**src/rtl/lc4_pkg.sv**
```systemverilog
// lc4 pipeline definitions
`default_nettype none

package lc4_pkg;

   localparam int WORD_W    = 16;  // data and address width
   localparam int REG_SEL_W = 3;   // eight registers

   localparam logic [WORD_W-1:0] RESET_PC = 16'h8200;  // user code start
   localparam logic [WORD_W-1:0] NOP_INSN = 16'h0000;  // never-taken branch

   // opcodes, insn[15:12]
   localparam logic [3:0] OPC_ARITH   = 4'b0001;
   localparam logic [3:0] OPC_LOGIC   = 4'b0101;
   localparam logic [3:0] OPC_LDR     = 4'b0110;
   localparam logic [3:0] OPC_STR     = 4'b0111;
   localparam logic [3:0] OPC_CONST   = 4'b1001;
   localparam logic [3:0] OPC_HICONST = 4'b1101;

   typedef logic [WORD_W-1:0]    word_t;
   typedef logic [REG_SEL_W-1:0] reg_sel_t;

   typedef enum logic [2:0] {
      ALU_ADD,
      ALU_SUB,
      ALU_AND,
      ALU_OR,
      ALU_XOR,
      ALU_NOT,
      ALU_PASS_IMM,  // const
      ALU_HICONST    // keep low byte of rs, imm8 on top
   } alu_op_e;

   // decoded control, travels with the insn down the pipe
   typedef struct packed {
      reg_sel_t rs_sel;
      reg_sel_t rt_sel;
      reg_sel_t rd_sel;
      logic     rs_re;
      logic     rt_re;
      logic     rd_we;
      logic     nzp_we;
      logic     is_load;
      logic     is_store;
      logic     use_imm;   // b operand is imm, not rt
      alu_op_e  alu_op;
      word_t    imm;       // extended immediate
   } ctrl_t;

   typedef struct packed {
      logic  valid;  // 0 for a bubble
      word_t pc;
      word_t insn;
   } fd_t;

   typedef struct packed {
      fd_t   fd;
      ctrl_t ctrl;
      word_t rs_data;
      word_t rt_data;
   } dx_t;

   typedef struct packed {
      fd_t   fd;
      ctrl_t ctrl;
      word_t alu_result;  // address for ldr/str
      word_t store_data;
   } xm_t;

   typedef struct packed {
      fd_t   fd;
      ctrl_t ctrl;
      word_t alu_result;
      word_t store_data;  // value actually written to dmem
      word_t load_data;
   } mw_t;

   // regfile write, also the w bypass source
   typedef struct packed {
      logic     we;
      reg_sel_t sel;
      word_t    data;
   } wb_t;

   // one record per retired insn
   typedef struct packed {
      logic     valid;
      word_t    pc;
      word_t    insn;
      logic     regfile_we;
      reg_sel_t regfile_wsel;
      word_t    regfile_data;
      logic     nzp_we;
      logic [2:0] nzp_bits;
      logic     dmem_we;
      word_t    dmem_addr;
      word_t    dmem_data;
   } trace_t;

endpackage

`default_nettype wire

```
**src/rtl/lc4_pipe_reg.sv**
```systemverilog
// pipeline stage register
`timescale 1ns/100ps
`default_nettype none

module lc4_pipe_reg #(
   parameter type      payload_t = logic [15:0],
   parameter payload_t RESET_VAL = '0   // also the bubble value
) (
   input  wire           gwe,
   input  wire           i_arst_n,
   input  wire           i_hold,    // keep current contents
   input  wire           i_bubble,  // load RESET_VAL instead of i_d
   input  wire payload_t i_d,
   output payload_t      o_q
);

   always_ff @(posedge gwe or negedge i_arst_n) begin
      if (!i_arst_n) begin
         o_q <= RESET_VAL;
      end else if (i_bubble) begin
         o_q <= RESET_VAL;  // squash, valid and ctrl go to zero
      end else if (!i_hold) begin
         o_q <= i_d;
      end
   end

endmodule

`default_nettype wire

```
**src/rtl/lc4_regfile.sv**
```systemverilog
// eight entry register file
`timescale 1ns/100ps
`default_nettype none

module lc4_regfile (
   input  wire                gwe,
   input  wire                i_arst_n,
   input  wire lc4_pkg::reg_sel_t i_rs_sel,
   input  wire lc4_pkg::reg_sel_t i_rt_sel,
   output lc4_pkg::word_t     o_rs_data,
   output lc4_pkg::word_t     o_rt_data,
   input  wire lc4_pkg::wb_t  i_wb        // write port from w stage
);

   import lc4_pkg::*;

   word_t regs [2**REG_SEL_W];

   always_ff @(posedge gwe or negedge i_arst_n) begin
      if (!i_arst_n) begin
         for (int i = 0; i < 2**REG_SEL_W; i++) begin
            regs[i] <= '0;
         end
      end else if (i_wb.we) begin
         regs[i_wb.sel] <= i_wb.data;
      end
   end

   // write-through, so w and d can share a cycle
   assign o_rs_data = (i_wb.we && i_wb.sel == i_rs_sel) ? i_wb.data
                                                        : regs[i_rs_sel];
   assign o_rt_data = (i_wb.we && i_wb.sel == i_rt_sel) ? i_wb.data
                                                        : regs[i_rt_sel];

endmodule

`default_nettype wire

```
**src/rtl/lc4_decode.sv**
```systemverilog
// decode stage
`timescale 1ns/100ps
`default_nettype none

module lc4_decode (
   input  wire                 gwe,
   input  wire                 i_arst_n,
   input  wire lc4_pkg::fd_t   i_fd,
   input  wire lc4_pkg::ctrl_t i_x_ctrl,   // insn now in x, for load-use
   input  wire lc4_pkg::wb_t   i_wb,
   output lc4_pkg::dx_t        o_dx,
   output logic                o_stall,
   output lc4_pkg::word_t      o_next_pc,
   input  wire lc4_pkg::word_t i_pc        // f stage pc
);

   import lc4_pkg::*;

   word_t      insn;
   logic [3:0] opcode;
   word_t      imm5, imm6, imm9, imm8;
   logic       legal;    // insn is in the kept subset
   ctrl_t      ctrl;
   word_t      rs_data, rt_data;

   assign insn   = i_fd.valid ? i_fd.insn : NOP_INSN;  // bubbles decode as nop
   assign opcode = insn[15:12];

   assign imm5 = {{11{insn[4]}}, insn[4:0]};
   assign imm6 = {{10{insn[5]}}, insn[5:0]};
   assign imm9 = {{7{insn[8]}}, insn[8:0]};
   assign imm8 = {8'h00, insn[7:0]};  // hiconst byte, placed by the alu

   always_comb begin
      ctrl        = '0;
      legal       = 1'b0;
      ctrl.rd_sel = insn[11:9];
      ctrl.rs_sel = insn[8:6];
      ctrl.rt_sel = insn[2:0];
      unique case (opcode)
         OPC_ARITH: begin
            if (insn[5]) begin  // add imm5
               ctrl.use_imm = 1'b1;
               ctrl.imm     = imm5;
               legal        = 1'b1;
            end else if (!insn[3]) begin  // add / sub, mul and div dropped
               ctrl.alu_op = insn[4] ? ALU_SUB : ALU_ADD;
               ctrl.rt_re  = 1'b1;
               legal       = 1'b1;
            end
            ctrl.rs_re = 1'b1;
         end
         OPC_LOGIC: begin
            if (insn[5]) begin  // and imm5
               ctrl.alu_op  = ALU_AND;
               ctrl.use_imm = 1'b1;
               ctrl.imm     = imm5;
            end else begin
               case (insn[4:3])
                  2'b00:   ctrl.alu_op = ALU_AND;
                  2'b01:   ctrl.alu_op = ALU_NOT;
                  2'b10:   ctrl.alu_op = ALU_OR;
                  default: ctrl.alu_op = ALU_XOR;
               endcase
               ctrl.rt_re = (insn[4:3] != 2'b01);  // not has one source
            end
            ctrl.rs_re = 1'b1;
            legal      = 1'b1;
         end
         OPC_LDR: begin
            ctrl.rs_re   = 1'b1;
            ctrl.is_load = 1'b1;
            ctrl.use_imm = 1'b1;
            ctrl.imm     = imm6;
            legal        = 1'b1;
         end
         OPC_STR: begin
            ctrl.rt_sel   = insn[11:9];  // data reg sits in the rd field
            ctrl.rs_re    = 1'b1;
            ctrl.rt_re    = 1'b1;
            ctrl.is_store = 1'b1;
            ctrl.use_imm  = 1'b1;
            ctrl.imm      = imm6;
            legal         = 1'b1;
         end
         OPC_CONST: begin
            ctrl.alu_op  = ALU_PASS_IMM;
            ctrl.use_imm = 1'b1;
            ctrl.imm     = imm9;
            legal        = 1'b1;
         end
         OPC_HICONST: begin
            ctrl.rs_sel  = insn[11:9];  // rd is also the source
            ctrl.rs_re   = 1'b1;
            ctrl.alu_op  = ALU_HICONST;
            ctrl.use_imm = 1'b1;
            ctrl.imm     = imm8;
            legal        = insn[8];     // insn[8] = 0 is not hiconst
         end
         default: ;
      endcase
      ctrl.rd_we  = legal && !ctrl.is_store;
      ctrl.nzp_we = ctrl.rd_we;   // every write sets nzp
      if (!legal) begin
         ctrl = '0;  // outside the subset, nop
      end
   end

   lc4_regfile regfile_inst (
      .gwe       (gwe),
      .i_arst_n  (i_arst_n),
      .i_rs_sel  (ctrl.rs_sel),
      .i_rt_sel  (ctrl.rt_sel),
      .o_rs_data (rs_data),
      .o_rt_data (rt_data),
      .i_wb      (i_wb)
   );

   // load in x feeding an operand here, wait one cycle
   assign o_stall = i_x_ctrl.is_load &&
                    ((ctrl.rs_re && ctrl.rs_sel == i_x_ctrl.rd_sel) ||
                     (ctrl.rt_re && ctrl.rt_sel == i_x_ctrl.rd_sel));

   assign o_dx      = '{fd: i_fd, ctrl: ctrl, rs_data: rs_data, rt_data: rt_data};
   assign o_next_pc = i_pc + 16'd1;  // straight line, no branches

endmodule

`default_nettype wire

```
**src/rtl/lc4_execute.sv**
```systemverilog
// execute stage, bypass and alu
`timescale 1ns/100ps
`default_nettype none

module lc4_execute (
   input  wire lc4_pkg::dx_t i_dx,
   input  wire lc4_pkg::xm_t i_m,   // m stage, nearest bypass
   input  wire lc4_pkg::wb_t i_wb,  // w stage write
   output lc4_pkg::xm_t      o_xm
);

   import lc4_pkg::*;

   word_t rs_val, rt_val;  // operands after bypass
   word_t b_val;
   word_t alu_result;

   // youngest producer wins, m then w then regfile
   function automatic word_t bypass(input logic     re,
                                    input reg_sel_t sel,
                                    input word_t    rf_val,
                                    input xm_t      m,
                                    input wb_t      wb);
      word_t val;
      val = rf_val;
      if (re) begin
         if (m.ctrl.rd_we && m.ctrl.rd_sel == sel) begin
            val = m.alu_result;
         end else if (wb.we && wb.sel == sel) begin
            val = wb.data;
         end
      end
      return val;
   endfunction

   assign rs_val = bypass(i_dx.ctrl.rs_re, i_dx.ctrl.rs_sel, i_dx.rs_data, i_m, i_wb);
   assign rt_val = bypass(i_dx.ctrl.rt_re, i_dx.ctrl.rt_sel, i_dx.rt_data, i_m, i_wb);

   assign b_val = i_dx.ctrl.use_imm ? i_dx.ctrl.imm : rt_val;

   always_comb begin
      unique case (i_dx.ctrl.alu_op)
         ALU_ADD:      alu_result = rs_val + b_val;  // ldr/str address too
         ALU_SUB:      alu_result = rs_val - b_val;
         ALU_AND:      alu_result = rs_val & b_val;
         ALU_OR:       alu_result = rs_val | b_val;
         ALU_XOR:      alu_result = rs_val ^ b_val;
         ALU_NOT:      alu_result = ~rs_val;
         ALU_PASS_IMM: alu_result = i_dx.ctrl.imm;
         ALU_HICONST:  alu_result = {i_dx.ctrl.imm[7:0], rs_val[7:0]};
         default:      alu_result = '0;
      endcase
   end

   // rt goes on as store data, w may still patch it in m
   assign o_xm = '{fd: i_dx.fd, ctrl: i_dx.ctrl, alu_result: alu_result,
                   store_data: rt_val};

endmodule

`default_nettype wire

```
**src/rtl/lc4_result.sv**
```systemverilog
// memory and writeback stages
`timescale 1ns/100ps
`default_nettype none

module lc4_result (
   input  wire lc4_pkg::xm_t   i_m,
   input  wire lc4_pkg::mw_t   i_w,
   input  wire lc4_pkg::word_t i_dmem_rdata,
   output lc4_pkg::word_t      o_dmem_addr,
   output logic                o_dmem_we,
   output lc4_pkg::word_t      o_dmem_wdata,
   output lc4_pkg::mw_t        o_mw,
   output lc4_pkg::wb_t        o_wb,
   output lc4_pkg::trace_t     o_trace
);

   import lc4_pkg::*;

   word_t      m_store_data;
   word_t      w_data;      // value written back
   logic [2:0] w_nzp;
   logic       w_mem_op;

   // m stage
   assign w_data       = i_w.ctrl.is_load ? i_w.load_data : i_w.alu_result;
   assign m_store_data = (i_w.ctrl.rd_we && i_w.ctrl.rd_sel == i_m.ctrl.rt_sel)
                         ? w_data : i_m.store_data;  // w to m store bypass

   assign o_dmem_addr  = i_m.alu_result;
   assign o_dmem_we    = i_m.ctrl.is_store;
   assign o_dmem_wdata = m_store_data;

   assign o_mw = '{fd: i_m.fd, ctrl: i_m.ctrl, alu_result: i_m.alu_result,
                   store_data: m_store_data, load_data: i_dmem_rdata};

   // w stage
   assign w_nzp = w_data[15]      ? 3'b100 :   // n
                  (w_data == '0)  ? 3'b010 :   // z
                                    3'b001;    // p
   assign w_mem_op = i_w.ctrl.is_load || i_w.ctrl.is_store;

   assign o_wb = '{we: i_w.ctrl.rd_we, sel: i_w.ctrl.rd_sel, data: w_data};

   always_comb begin
      o_trace              = '0;
      o_trace.valid        = i_w.fd.valid;
      o_trace.pc           = i_w.fd.pc;
      o_trace.insn         = i_w.fd.insn;
      o_trace.regfile_we   = i_w.ctrl.rd_we;
      o_trace.regfile_wsel = i_w.ctrl.rd_sel;
      o_trace.regfile_data = w_data;
      o_trace.nzp_we       = i_w.ctrl.nzp_we;
      o_trace.nzp_bits     = w_nzp;
      o_trace.dmem_we      = i_w.ctrl.is_store;
      o_trace.dmem_addr    = w_mem_op ? i_w.alu_result : '0;
      if (i_w.ctrl.is_load) begin
         o_trace.dmem_data = i_w.load_data;
      end else if (i_w.ctrl.is_store) begin
         o_trace.dmem_data = i_w.store_data;
      end
   end

endmodule

`default_nettype wire

```
**src/rtl/lc4_core.sv**
```systemverilog
// lc4 five stage pipeline top
`timescale 1ns/100ps
`default_nettype none

module lc4_core (
   input  wire                 gwe,
   input  wire                 i_arst_n,
   output lc4_pkg::word_t      o_imem_addr,
   input  wire lc4_pkg::word_t i_imem_rdata,
   output lc4_pkg::word_t      o_dmem_addr,
   output logic                o_dmem_we,
   output lc4_pkg::word_t      o_dmem_wdata,
   input  wire lc4_pkg::word_t i_dmem_rdata,
   output lc4_pkg::trace_t     o_trace
);

   import lc4_pkg::*;

   word_t f_pc, next_pc;
   logic  stall;        // load-use, holds f and d
   fd_t   f_fd, d_fd;
   dx_t   d_dx, x_dx;
   xm_t   x_xm, m_xm;
   mw_t   m_mw, w_mw;
   wb_t   wb;

   // f stage
   lc4_pipe_reg #(.payload_t(word_t), .RESET_VAL(RESET_PC)) pc_reg_inst (
      .gwe (gwe), .i_arst_n (i_arst_n),
      .i_hold (stall), .i_bubble (1'b0),
      .i_d (next_pc), .o_q (f_pc)
   );

   assign o_imem_addr = f_pc;
   assign f_fd        = '{valid: 1'b1, pc: f_pc, insn: i_imem_rdata};

   lc4_pipe_reg #(.payload_t(fd_t)) fd_reg_inst (
      .gwe (gwe), .i_arst_n (i_arst_n),
      .i_hold (stall), .i_bubble (1'b0),
      .i_d (f_fd), .o_q (d_fd)
   );

   // d stage
   lc4_decode decode_inst (
      .gwe       (gwe),
      .i_arst_n  (i_arst_n),
      .i_fd      (d_fd),
      .i_x_ctrl  (x_dx.ctrl),
      .i_wb      (wb),
      .o_dx      (d_dx),
      .o_stall   (stall),
      .o_next_pc (next_pc),
      .i_pc      (f_pc)
   );

   lc4_pipe_reg #(.payload_t(dx_t)) dx_reg_inst (
      .gwe (gwe), .i_arst_n (i_arst_n),
      .i_hold (1'b0), .i_bubble (stall),  // nop into x on stall
      .i_d (d_dx), .o_q (x_dx)
   );

   // x stage
   lc4_execute execute_inst (
      .i_dx (x_dx),
      .i_m  (m_xm),
      .i_wb (wb),
      .o_xm (x_xm)
   );

   lc4_pipe_reg #(.payload_t(xm_t)) xm_reg_inst (
      .gwe (gwe), .i_arst_n (i_arst_n),
      .i_hold (1'b0), .i_bubble (1'b0),
      .i_d (x_xm), .o_q (m_xm)
   );

   lc4_pipe_reg #(.payload_t(mw_t)) mw_reg_inst (
      .gwe (gwe), .i_arst_n (i_arst_n),
      .i_hold (1'b0), .i_bubble (1'b0),
      .i_d (m_mw), .o_q (w_mw)
   );

   // m and w stages
   lc4_result result_inst (
      .i_m          (m_xm),
      .i_w          (w_mw),
      .i_dmem_rdata (i_dmem_rdata),
      .o_dmem_addr  (o_dmem_addr),
      .o_dmem_we    (o_dmem_we),
      .o_dmem_wdata (o_dmem_wdata),
      .o_mw         (m_mw),
      .o_wb         (wb),
      .o_trace      (o_trace)
   );

endmodule

`default_nettype wire

```
**config.mk**
```make
export PLATFORM = sky130hd
export DESIGN_NAME = lc4_core
export DESIGN_NICKNAME = d
export VERILOG_FILES = /design/src/rtl/lc4_pkg.sv /design/src/rtl/lc4_pipe_reg.sv /design/src/rtl/lc4_regfile.sv /design/src/rtl/lc4_decode.sv /design/src/rtl/lc4_execute.sv /design/src/rtl/lc4_result.sv /design/src/rtl/lc4_core.sv
export SDC_FILE = /design/constraint.sdc
export NUM_CORES = 1
export LEC_CHECK = 0
export BUFFER_PORTS_ARGS = -buffer_cell sky130_fd_sc_hd__buf_2
export CAP_MARGIN = 10
export CELL_PAD_IN_SITES_DETAIL_PLACEMENT = 0
export CELL_PAD_IN_SITES_GLOBAL_PLACEMENT = 1
export CORE_UTILIZATION = 50
export DETAILED_ROUTE_END_ITERATION = 7
export GPL_TIMING_DRIVEN = 0
export PLACE_DENSITY = 0.94
export SKIP_CTS_REPAIR_TIMING = 1
export SLEW_MARGIN = 15
export SYNTH_ARGS = -nofsm -noshare
export SYNTH_HDL_FRONTEND = slang
export SYNTH_SLANG_ARGS = --single-unit
```
**constraint.sdc**
```tcl
create_clock -name gwe -period 11.6 [get_ports gwe]
set_clock_uncertainty 0.1 [all_clocks]
set_input_delay 0.58 -clock gwe [delete_from_list [all_inputs] [get_ports gwe]]
set_output_delay 0.58 -clock gwe [all_outputs]
set_load 0.02 [all_outputs]
```
---- Yosys cells after proc, flatten, opt, wreduce, memory -nomap -nowiden ----
Index checks and enable logic that the tools add are counted.
Widths: inputs -> output; s select.
operators by class
  add/subtract/negate cells ............... 3
  magnitude comparators ................... 4
  eq/ne operators ......................... 25
  muxes and demuxes ....................... 50
  bitwise operators ....................... 7
  reduce and logical (&&, ||, !) cells .... 23
operators with widths
  cell                   count
  $mux 16                21
  $bwmux 128             1
  $pmux 16 s8            1
  $mux 100               1
  $bmux 16 s3            2
  $pmux 16 s4            1
  $demux 16 s3           1
  $mux 35                1
  $eq 3x3->1             9
  $mux 3                 6
  $add 16x1->16 const B  1
  $add 16x16->16         1
  $and 16x16->16         1
  $logic_not 16->1       1
  $not 16->16            1
  $or 16x16->16          1
  $sub 16x16->16         1
  $xor 16x16->16         1
  $eq 3x3->1 const B     4
  $eq 4x3->1 const B     3
  $ge 4x4->1 const B     3
  $logic_and 1x1->1      12
  $not 3->4              3
  $pmux 3 s4             1
  other kinds (20)       34
storage, ports and cells
  register bits after elaboration ......... 440
  input bits .............................. 34

---- Logic depth before layout (Yosys ltp) ----
  depth in word-level cells ............... 12
  gate-level depth with buffers ........... 23

---- By module ----
From an unflattened synthesis, not the netlist that was laid out.
unflattened totals
  cell total of the unflattened synthesis .. 2732
  area total of the unflattened synthesis .. 30146.4 um^2
modules (own cells, without submodules)
  module                          times used  cells each  area each (um^2)  seq. area each (um^2)
  lc4_pipe_reg (dx_reg_inst ...)  2           322         4091.4            2502.4
  lc4_regfile                     1           452         7533.5            3203.1
  lc4_pipe_reg (mw_reg_inst)      1           374         4684.5            2902.8
  lc4_execute                     1           628         4236.6            0.0
  lc4_result                      1           294         2257.2            0.0
  lc4_pipe_reg (fd_reg_inst)      1           107         1367.6            825.8
  lc4_decode                      1           179         1209.9            0.0
  lc4_pipe_reg (pc_reg_inst)      1           52          666.9             402.9
  lc4_core                        1           2           7.5               0.0

---- Worst setup path before layout ----
OpenSTA, ideal clock, no wires.
  kind .................................... register to register
  start point ............................. register mw_reg_inst.o_q[69] (netlist bit)
  end point ............................... register xm_reg_inst.o_q[30] (netlist bit)
  data arrival time ....................... 4.382 ns
  setup slack ............................. 6.979 ns
  stages on the path, launching flop included .. 22
  buffers on the path ..................... 2
  period minus slack after synthesis ...... 4.621 ns
  path through ............................ dfrtp_1 buf_2 buf_4 mux2i_1 inv_1 o22ai_1 a221oi_1 inv_1 ha_1 nand2_1 o21ai_0 fa_1 nor2b_1 o21ai_0 a21oi_1 o221ai_1 o21ai_0 a21o_1 nand2_1 a21oi_1 xor2_1 mux4_2
RTL lines
  element                 line                RTL
  from (decl)             lc4_pipe_reg.sv:14  output payload_t o_q
  from (signal assigned)  lc4_pipe_reg.sv:23  o_q <= i_d;
  to (signal assigned)    lc4_pipe_reg.sv:23
  to (decl)               lc4_pipe_reg.sv:14

---- Final worst setup path ----
  start point ............................. register mw_reg_inst.o_q[69] (netlist bit)
  end point ............................... register xm_reg_inst.o_q[30] (netlist bit)
between the ends
  longest elaborated chain between the ends .. 7
  elaborated cells between the ends (all ways) .. 15
  those cells by class .................... add/sub (2); mux (9); bitwise (4)
RTL lines
  element                                 line               RTL
  $mux 16 *                               lc4_result.sv:25   assign w_data = i_w.ctrl.is_load ? i_w.load_data : i_w.alu_result;
  $mux 16                                 lc4_execute.sv:29  end else if (wb.we && wb.sel == sel) begin
  $mux 16                                 lc4_execute.sv:27  if (m.ctrl.rd_we && m.ctrl.rd_sel == sel) begin
  $mux 16                                 lc4_execute.sv:26  if (re) begin
  $mux 16                                 lc4_execute.sv:39  assign b_val = i_dx.ctrl.use_imm ? i_dx.ctrl.imm : rt_val;
  $sub 16x16->16 (tied with other cells)  lc4_execute.sv:44  ALU_SUB: alu_result = rs_val - b_val;
  $pmux 16 s8 *                           lc4_execute.sv:42  unique case (i_dx.ctrl.alu_op)
  net execute_inst.alu_result[14]         lc4_execute.sv:16  word_t alu_result;
The timed path passes the listed nets; every way through them passes the cells marked *.
A chain may end at the register's enable or synchronous reset.

==> metrics.log <==
[metrics] result of the run: completed
[metrics] signed area change from the synthesized netlist to the final layout: 15.9%
[metrics] share of total power in sequential cells: 0.374
[metrics] unique cell type count in the Yosys netlist: a little under 90
[metrics] number of enable-type register cells in the synthesized netlist: 0
[metrics] buffers from clock root to sink, at most: 3
[metrics] clock root cell: sky130_fd_sc_hd__clkbuf_16
[metrics] port buffer count: 172
[metrics] Layout Cells excl Fill: 3121
[metrics] count of vias placed by the detailed router: 18291
[metrics] number of remaining DRC errors: 0
[metrics] initial antenna violation count: 0
[metrics] Total GRT Usage: 0.322
[metrics] Critical Path End Type: register
[metrics] wire length after detailed routing: roughly 69000 um
[metrics] first-pass iteration count of the detailed router: 5
[metrics] area of the mapped netlist: approximately 0.021 sq mm
[metrics] synthesized net count: 2399
[metrics] share of total power consumed by net switching: 0.387
[metrics] number of nets in the final layout: about 2600
[metrics] biggest fanout along the worst timing path: 10
[metrics] internal power summed over all cells: about 3500 uW
[metrics] maximum achievable frequency: 160 MHz
[metrics] final-report hold violation count: 0
[metrics] Seq/Total Area, Yosys: 0.506
[metrics] TritonCTS buffer count: between 40 and 50
[metrics] ratio of cells with drive above 1 in the final layout: 0.150
[metrics] antenna diode count: 0
[metrics] number of pins with negative max-slew slack in the final report: 0
[metrics] share of power burned in combinational logic: 0.364
[metrics] unrepaired setup endpoints after global routing: no
[metrics] HPWL after detailed placement: between 50000 and 60000 um
[metrics] post-synthesis mux area share: 0.0260
[metrics] # Max-Cap Violations: 0
[metrics] pin count of the biggest net entering global routing: 99
[metrics] relative max-transition margin: 0.277
[metrics] kind of launch point of the worst setup path: register
[metrics] number of placed cells counting well taps: 3025
[metrics] Setup Total Neg Slack: 0 ns
[metrics] violation count after the first detailed-route iteration: about 1800
[metrics] main combinational cell family by area after synthesis: simple AND/OR/NAND/NOR gates
[metrics] die boundary height: 208 um
[metrics] synthesized-area fraction occupied by adder cells: 0.0333
[metrics] post-route clock period utilization: 0.540
[metrics] Post-Synth Simple-Gate Area: 0.201
[metrics] Sink Count: 430
[metrics] number of instances in the synthesized netlist: between 2000 and 2500
[metrics] die outline area: roughly 0.043 sq mm
[metrics] Main synth FF type: sky130_fd_sc_hd__dfrtp_1
[metrics] Yosys warnings: 0
[metrics] number of standard-cell rows in the floorplan: 75
[metrics] mean cell area of the mapped netlist: 9.22 sq um
[metrics] clock transition at the register clock pins on the worst setup and hold paths after CTS: roughly 0.060 ns
[metrics] # H-tree levels: 2
[metrics] Die Span X: 208 um
[metrics] number of vias per cell after detailed routing: roughly 5.9
[metrics] Slew @ Worst Pin: approximately 1.1 ns
[metrics] Ports: ~170
[metrics] net switching power of the design: roughly 2200 uW
[metrics] class of the most critical setup path: reg -> reg
[metrics] clock tree from TritonCTS: done
[metrics] global placement routability congestion: about 1
[metrics] clock latency on the worst-skew pair: between 0.5 and 0.6 ns
[metrics] register bit total from synthesis: 430
[metrics] async set or reset register ratio after synthesis: 1.00
[metrics] Final Setup Violations: 0
[metrics] shortest period the worst path allows: roughly 6.3 ns
[metrics] Post-Synth XOR/XNOR Area: 0.0272
[metrics] fraction of the mapped netlist area in compound gates: 0.140
[metrics] via count of the first global-routing pass: roughly 18000
[metrics] initial cell density of the core: 0.508
[metrics] first-pass GRT wire length: 107000 um
[metrics] data required time of the worst path: 11.95 ns
[metrics] min-delay worst type: in -> reg
[metrics] clock network fraction of design power: 0.262
[metrics] highest ir drop seen on vdd: 124 uV
[metrics] Arr. time, crit path: between 6 and 7 ns
[metrics] number of routed nets with antenna violations: 0
[metrics] core area: around 0.042 sq mm
[metrics] average wire length per cell after detail routing: between 20 and 25 um
[metrics] grt total ovfl: 0
[metrics] power density normalized to cell area: 235 mW/mm^2
[metrics] Leak Pwr: approximately 0.011 uW
## logic make-up after synthesis
logic type	count (synthesis)
simple gates	939
mux	50
fa+ha+maj	56
flops	430
buf+inv	296
compound gates	471
xor+xnor	66
other cells	1
## flip-flops by register name (all words and copies together) (netlist names)
register                       flops
pc_reg_inst.o_q                   16
dx_reg_inst.o_q                   92
decode_inst.regfile_inst.regs    128
fd_reg_inst.o_q                   33
xm_reg_inst.o_q                   74
mw_reg_inst.o_q                   87
## per-layer routing
layer	vias up	GRT usage	wire length, um
li1	8297	-	-
met3	144	0.0515	5200
met1	9026	0.421	27900
met2	824	0.536	33600
met5	-	0	0
met4	0	0.128	2660
## final timing paths
kind                                               start                              to  slack, ns  cells past startpoint
min reg2reg                xm_reg_inst.o_q[99]$_DFF_PN0_  mw_reg_inst.o_q[115]$_DFF_PN0_       0.24                      0
min                                     i_dmem_rdata[15]   mw_reg_inst.o_q[15]$_DFF_PN0_      0.008                      1
max reg2reg                mw_reg_inst.o_q[69]$_DFF_PN0_   xm_reg_inst.o_q[30]$_DFF_PN0_       5.34                     21
max in group asynchronous                       i_arst_n   mw_reg_inst.o_q[44]$_DFF_PN0_       9.60                      5
min in group asynchronous                       i_arst_n   dx_reg_inst.o_q[97]$_DFF_PN0_       0.33                      2
max                        mw_reg_inst.o_q[69]$_DFF_PN0_   xm_reg_inst.o_q[30]$_DFF_PN0_       5.34                     21
## area by class of cell
| cell class | instances | area, sq um |
|---|---|---|
| clock buffers | 61 | 1290 |
| fillers | 3630 | 17300 |
| repair buffers | 191 | 1150 |
| clock inverters | 21 | 270 |
| well taps | 539 | 674 |
| flip-flops and latches | 430 | 10800 |
| inverters | 77 | 289 |
| plain buffers | 219 | 1140 |
| multi-input cells | 1583 | 9090 |
## power by group through the flow
stage          logic, uW  clock network (uW)  registers, uW
5_1_grt             2290                1600           2190
4_1_cts             2060                1540           2150
3_5_place_dp        2050                   0           2170
6_report            2110                1520           2160
2_1_floorplan       1420                   0           2060
3_3_place_gp        2010                   0           2160
## critical path, cell delays in order, from the launching register on
cell and delay [ns]:
sky130_fd_sc_hd__dfrtp_1 0.43, sky130_fd_sc_hd__buf_2 0.26, sky130_fd_sc_hd__buf_4 0.26, sky130_fd_sc_hd__mux2i_1 0.25, sky130_fd_sc_hd__inv_1 0.25, sky130_fd_sc_hd__o22ai_1 0.13
sky130_fd_sc_hd__a221oi_1 0.92, sky130_fd_sc_hd__inv_1 0.21, sky130_fd_sc_hd__ha_1 0.35, sky130_fd_sc_hd__nand2_1 0.06, sky130_fd_sc_hd__o21ai_0 0.16, sky130_fd_sc_hd__fa_1 0.44
sky130_fd_sc_hd__nor2b_1 0.15, sky130_fd_sc_hd__o21ai_0 0.13, sky130_fd_sc_hd__a21oi_1 0.26, sky130_fd_sc_hd__o221ai_1 0.24, sky130_fd_sc_hd__o21ai_0 0.43, sky130_fd_sc_hd__a21o_1 0.18
sky130_fd_sc_hd__nand2_1 0.07, sky130_fd_sc_hd__a21oi_1 0.22, sky130_fd_sc_hd__xor2_1 0.15, sky130_fd_sc_hd__mux4_2 0.50
## synthesized netlist by cell type (6+ instances only)
master                     instances  area, sq um
sky130_fd_sc_hd__a311oi_1         17          149
sky130_fd_sc_hd__buf_2            26          130
sky130_fd_sc_hd__o22ai_1          26          163
sky130_fd_sc_hd__or3_1             8         50.1
sky130_fd_sc_hd__a21o_1            6         45.0
sky130_fd_sc_hd__nand2b_1         12         75.1
sky130_fd_sc_hd__o21a_1            6         45.0
sky130_fd_sc_hd__dfrtp_1         428        10700
sky130_fd_sc_hd__buf_4            67          503
sky130_fd_sc_hd__o21ai_0         160          801
sky130_fd_sc_hd__nand2_1         440         1650
sky130_fd_sc_hd__mux2_1           31          349
sky130_fd_sc_hd__nor2b_1          26          163
sky130_fd_sc_hd__clkbuf_1        114          428
sky130_fd_sc_hd__ha_1             55          688
sky130_fd_sc_hd__buf_1             7         26.3
sky130_fd_sc_hd__xnor2_1          57          499
sky130_fd_sc_hd__nand3_1         128          641
sky130_fd_sc_hd__xor2_1            9         78.8
sky130_fd_sc_hd__a22o_1           22          193
sky130_fd_sc_hd__a211oi_1         34          255
sky130_fd_sc_hd__inv_1            72          270
sky130_fd_sc_hd__nor3_1           41          205
sky130_fd_sc_hd__and3_1           66          413
sky130_fd_sc_hd__mux2i_1          17          170
sky130_fd_sc_hd__nand4_1          14         87.6
sky130_fd_sc_hd__nor2_1          167          627
sky130_fd_sc_hd__a21oi_1         132          661
## layout by cell type, fill, tap and decap left out, drive strengths merged, types with 17 or more instances in the layout
cell type,n
a211oi,35
a21oi,135
a22o,22
a311oi,17
and3,68
buf,282
clkbuf,175
dfrtp,428
ha,55
inv,79
mux2,32
mux2i,17
nand2,442
nand3,129
nor2,168
nor2b,26
nor3,41
o21ai,166
o22ai,29
xnor2,57
## metrics by stage
| step | total power [uW] | setup WS, ns | instance area [sq um] | hold slack, ns | util |
|---|---|---|---|---|---|
| after floorplan | 3480 | 6.98 | 21300 | 0.184 | - |
| after detailed placement | 4220 | 5.44 | 23000 | 0.235 | 0.548 |
| after CTS | 5760 | 5.40 | 24500 | -0.297 | 0.585 |
| after global placement | 4180 | 1.64 | 22800 | 0.231 | 0.544 |
| after global routing | 6090 | 5.07 | 24700 | -0.00646 | 0.588 |
| final | 5790 | 5.34 | 24700 | 0.00833 | 0.588 |
(Power assumes the default switching activity.)
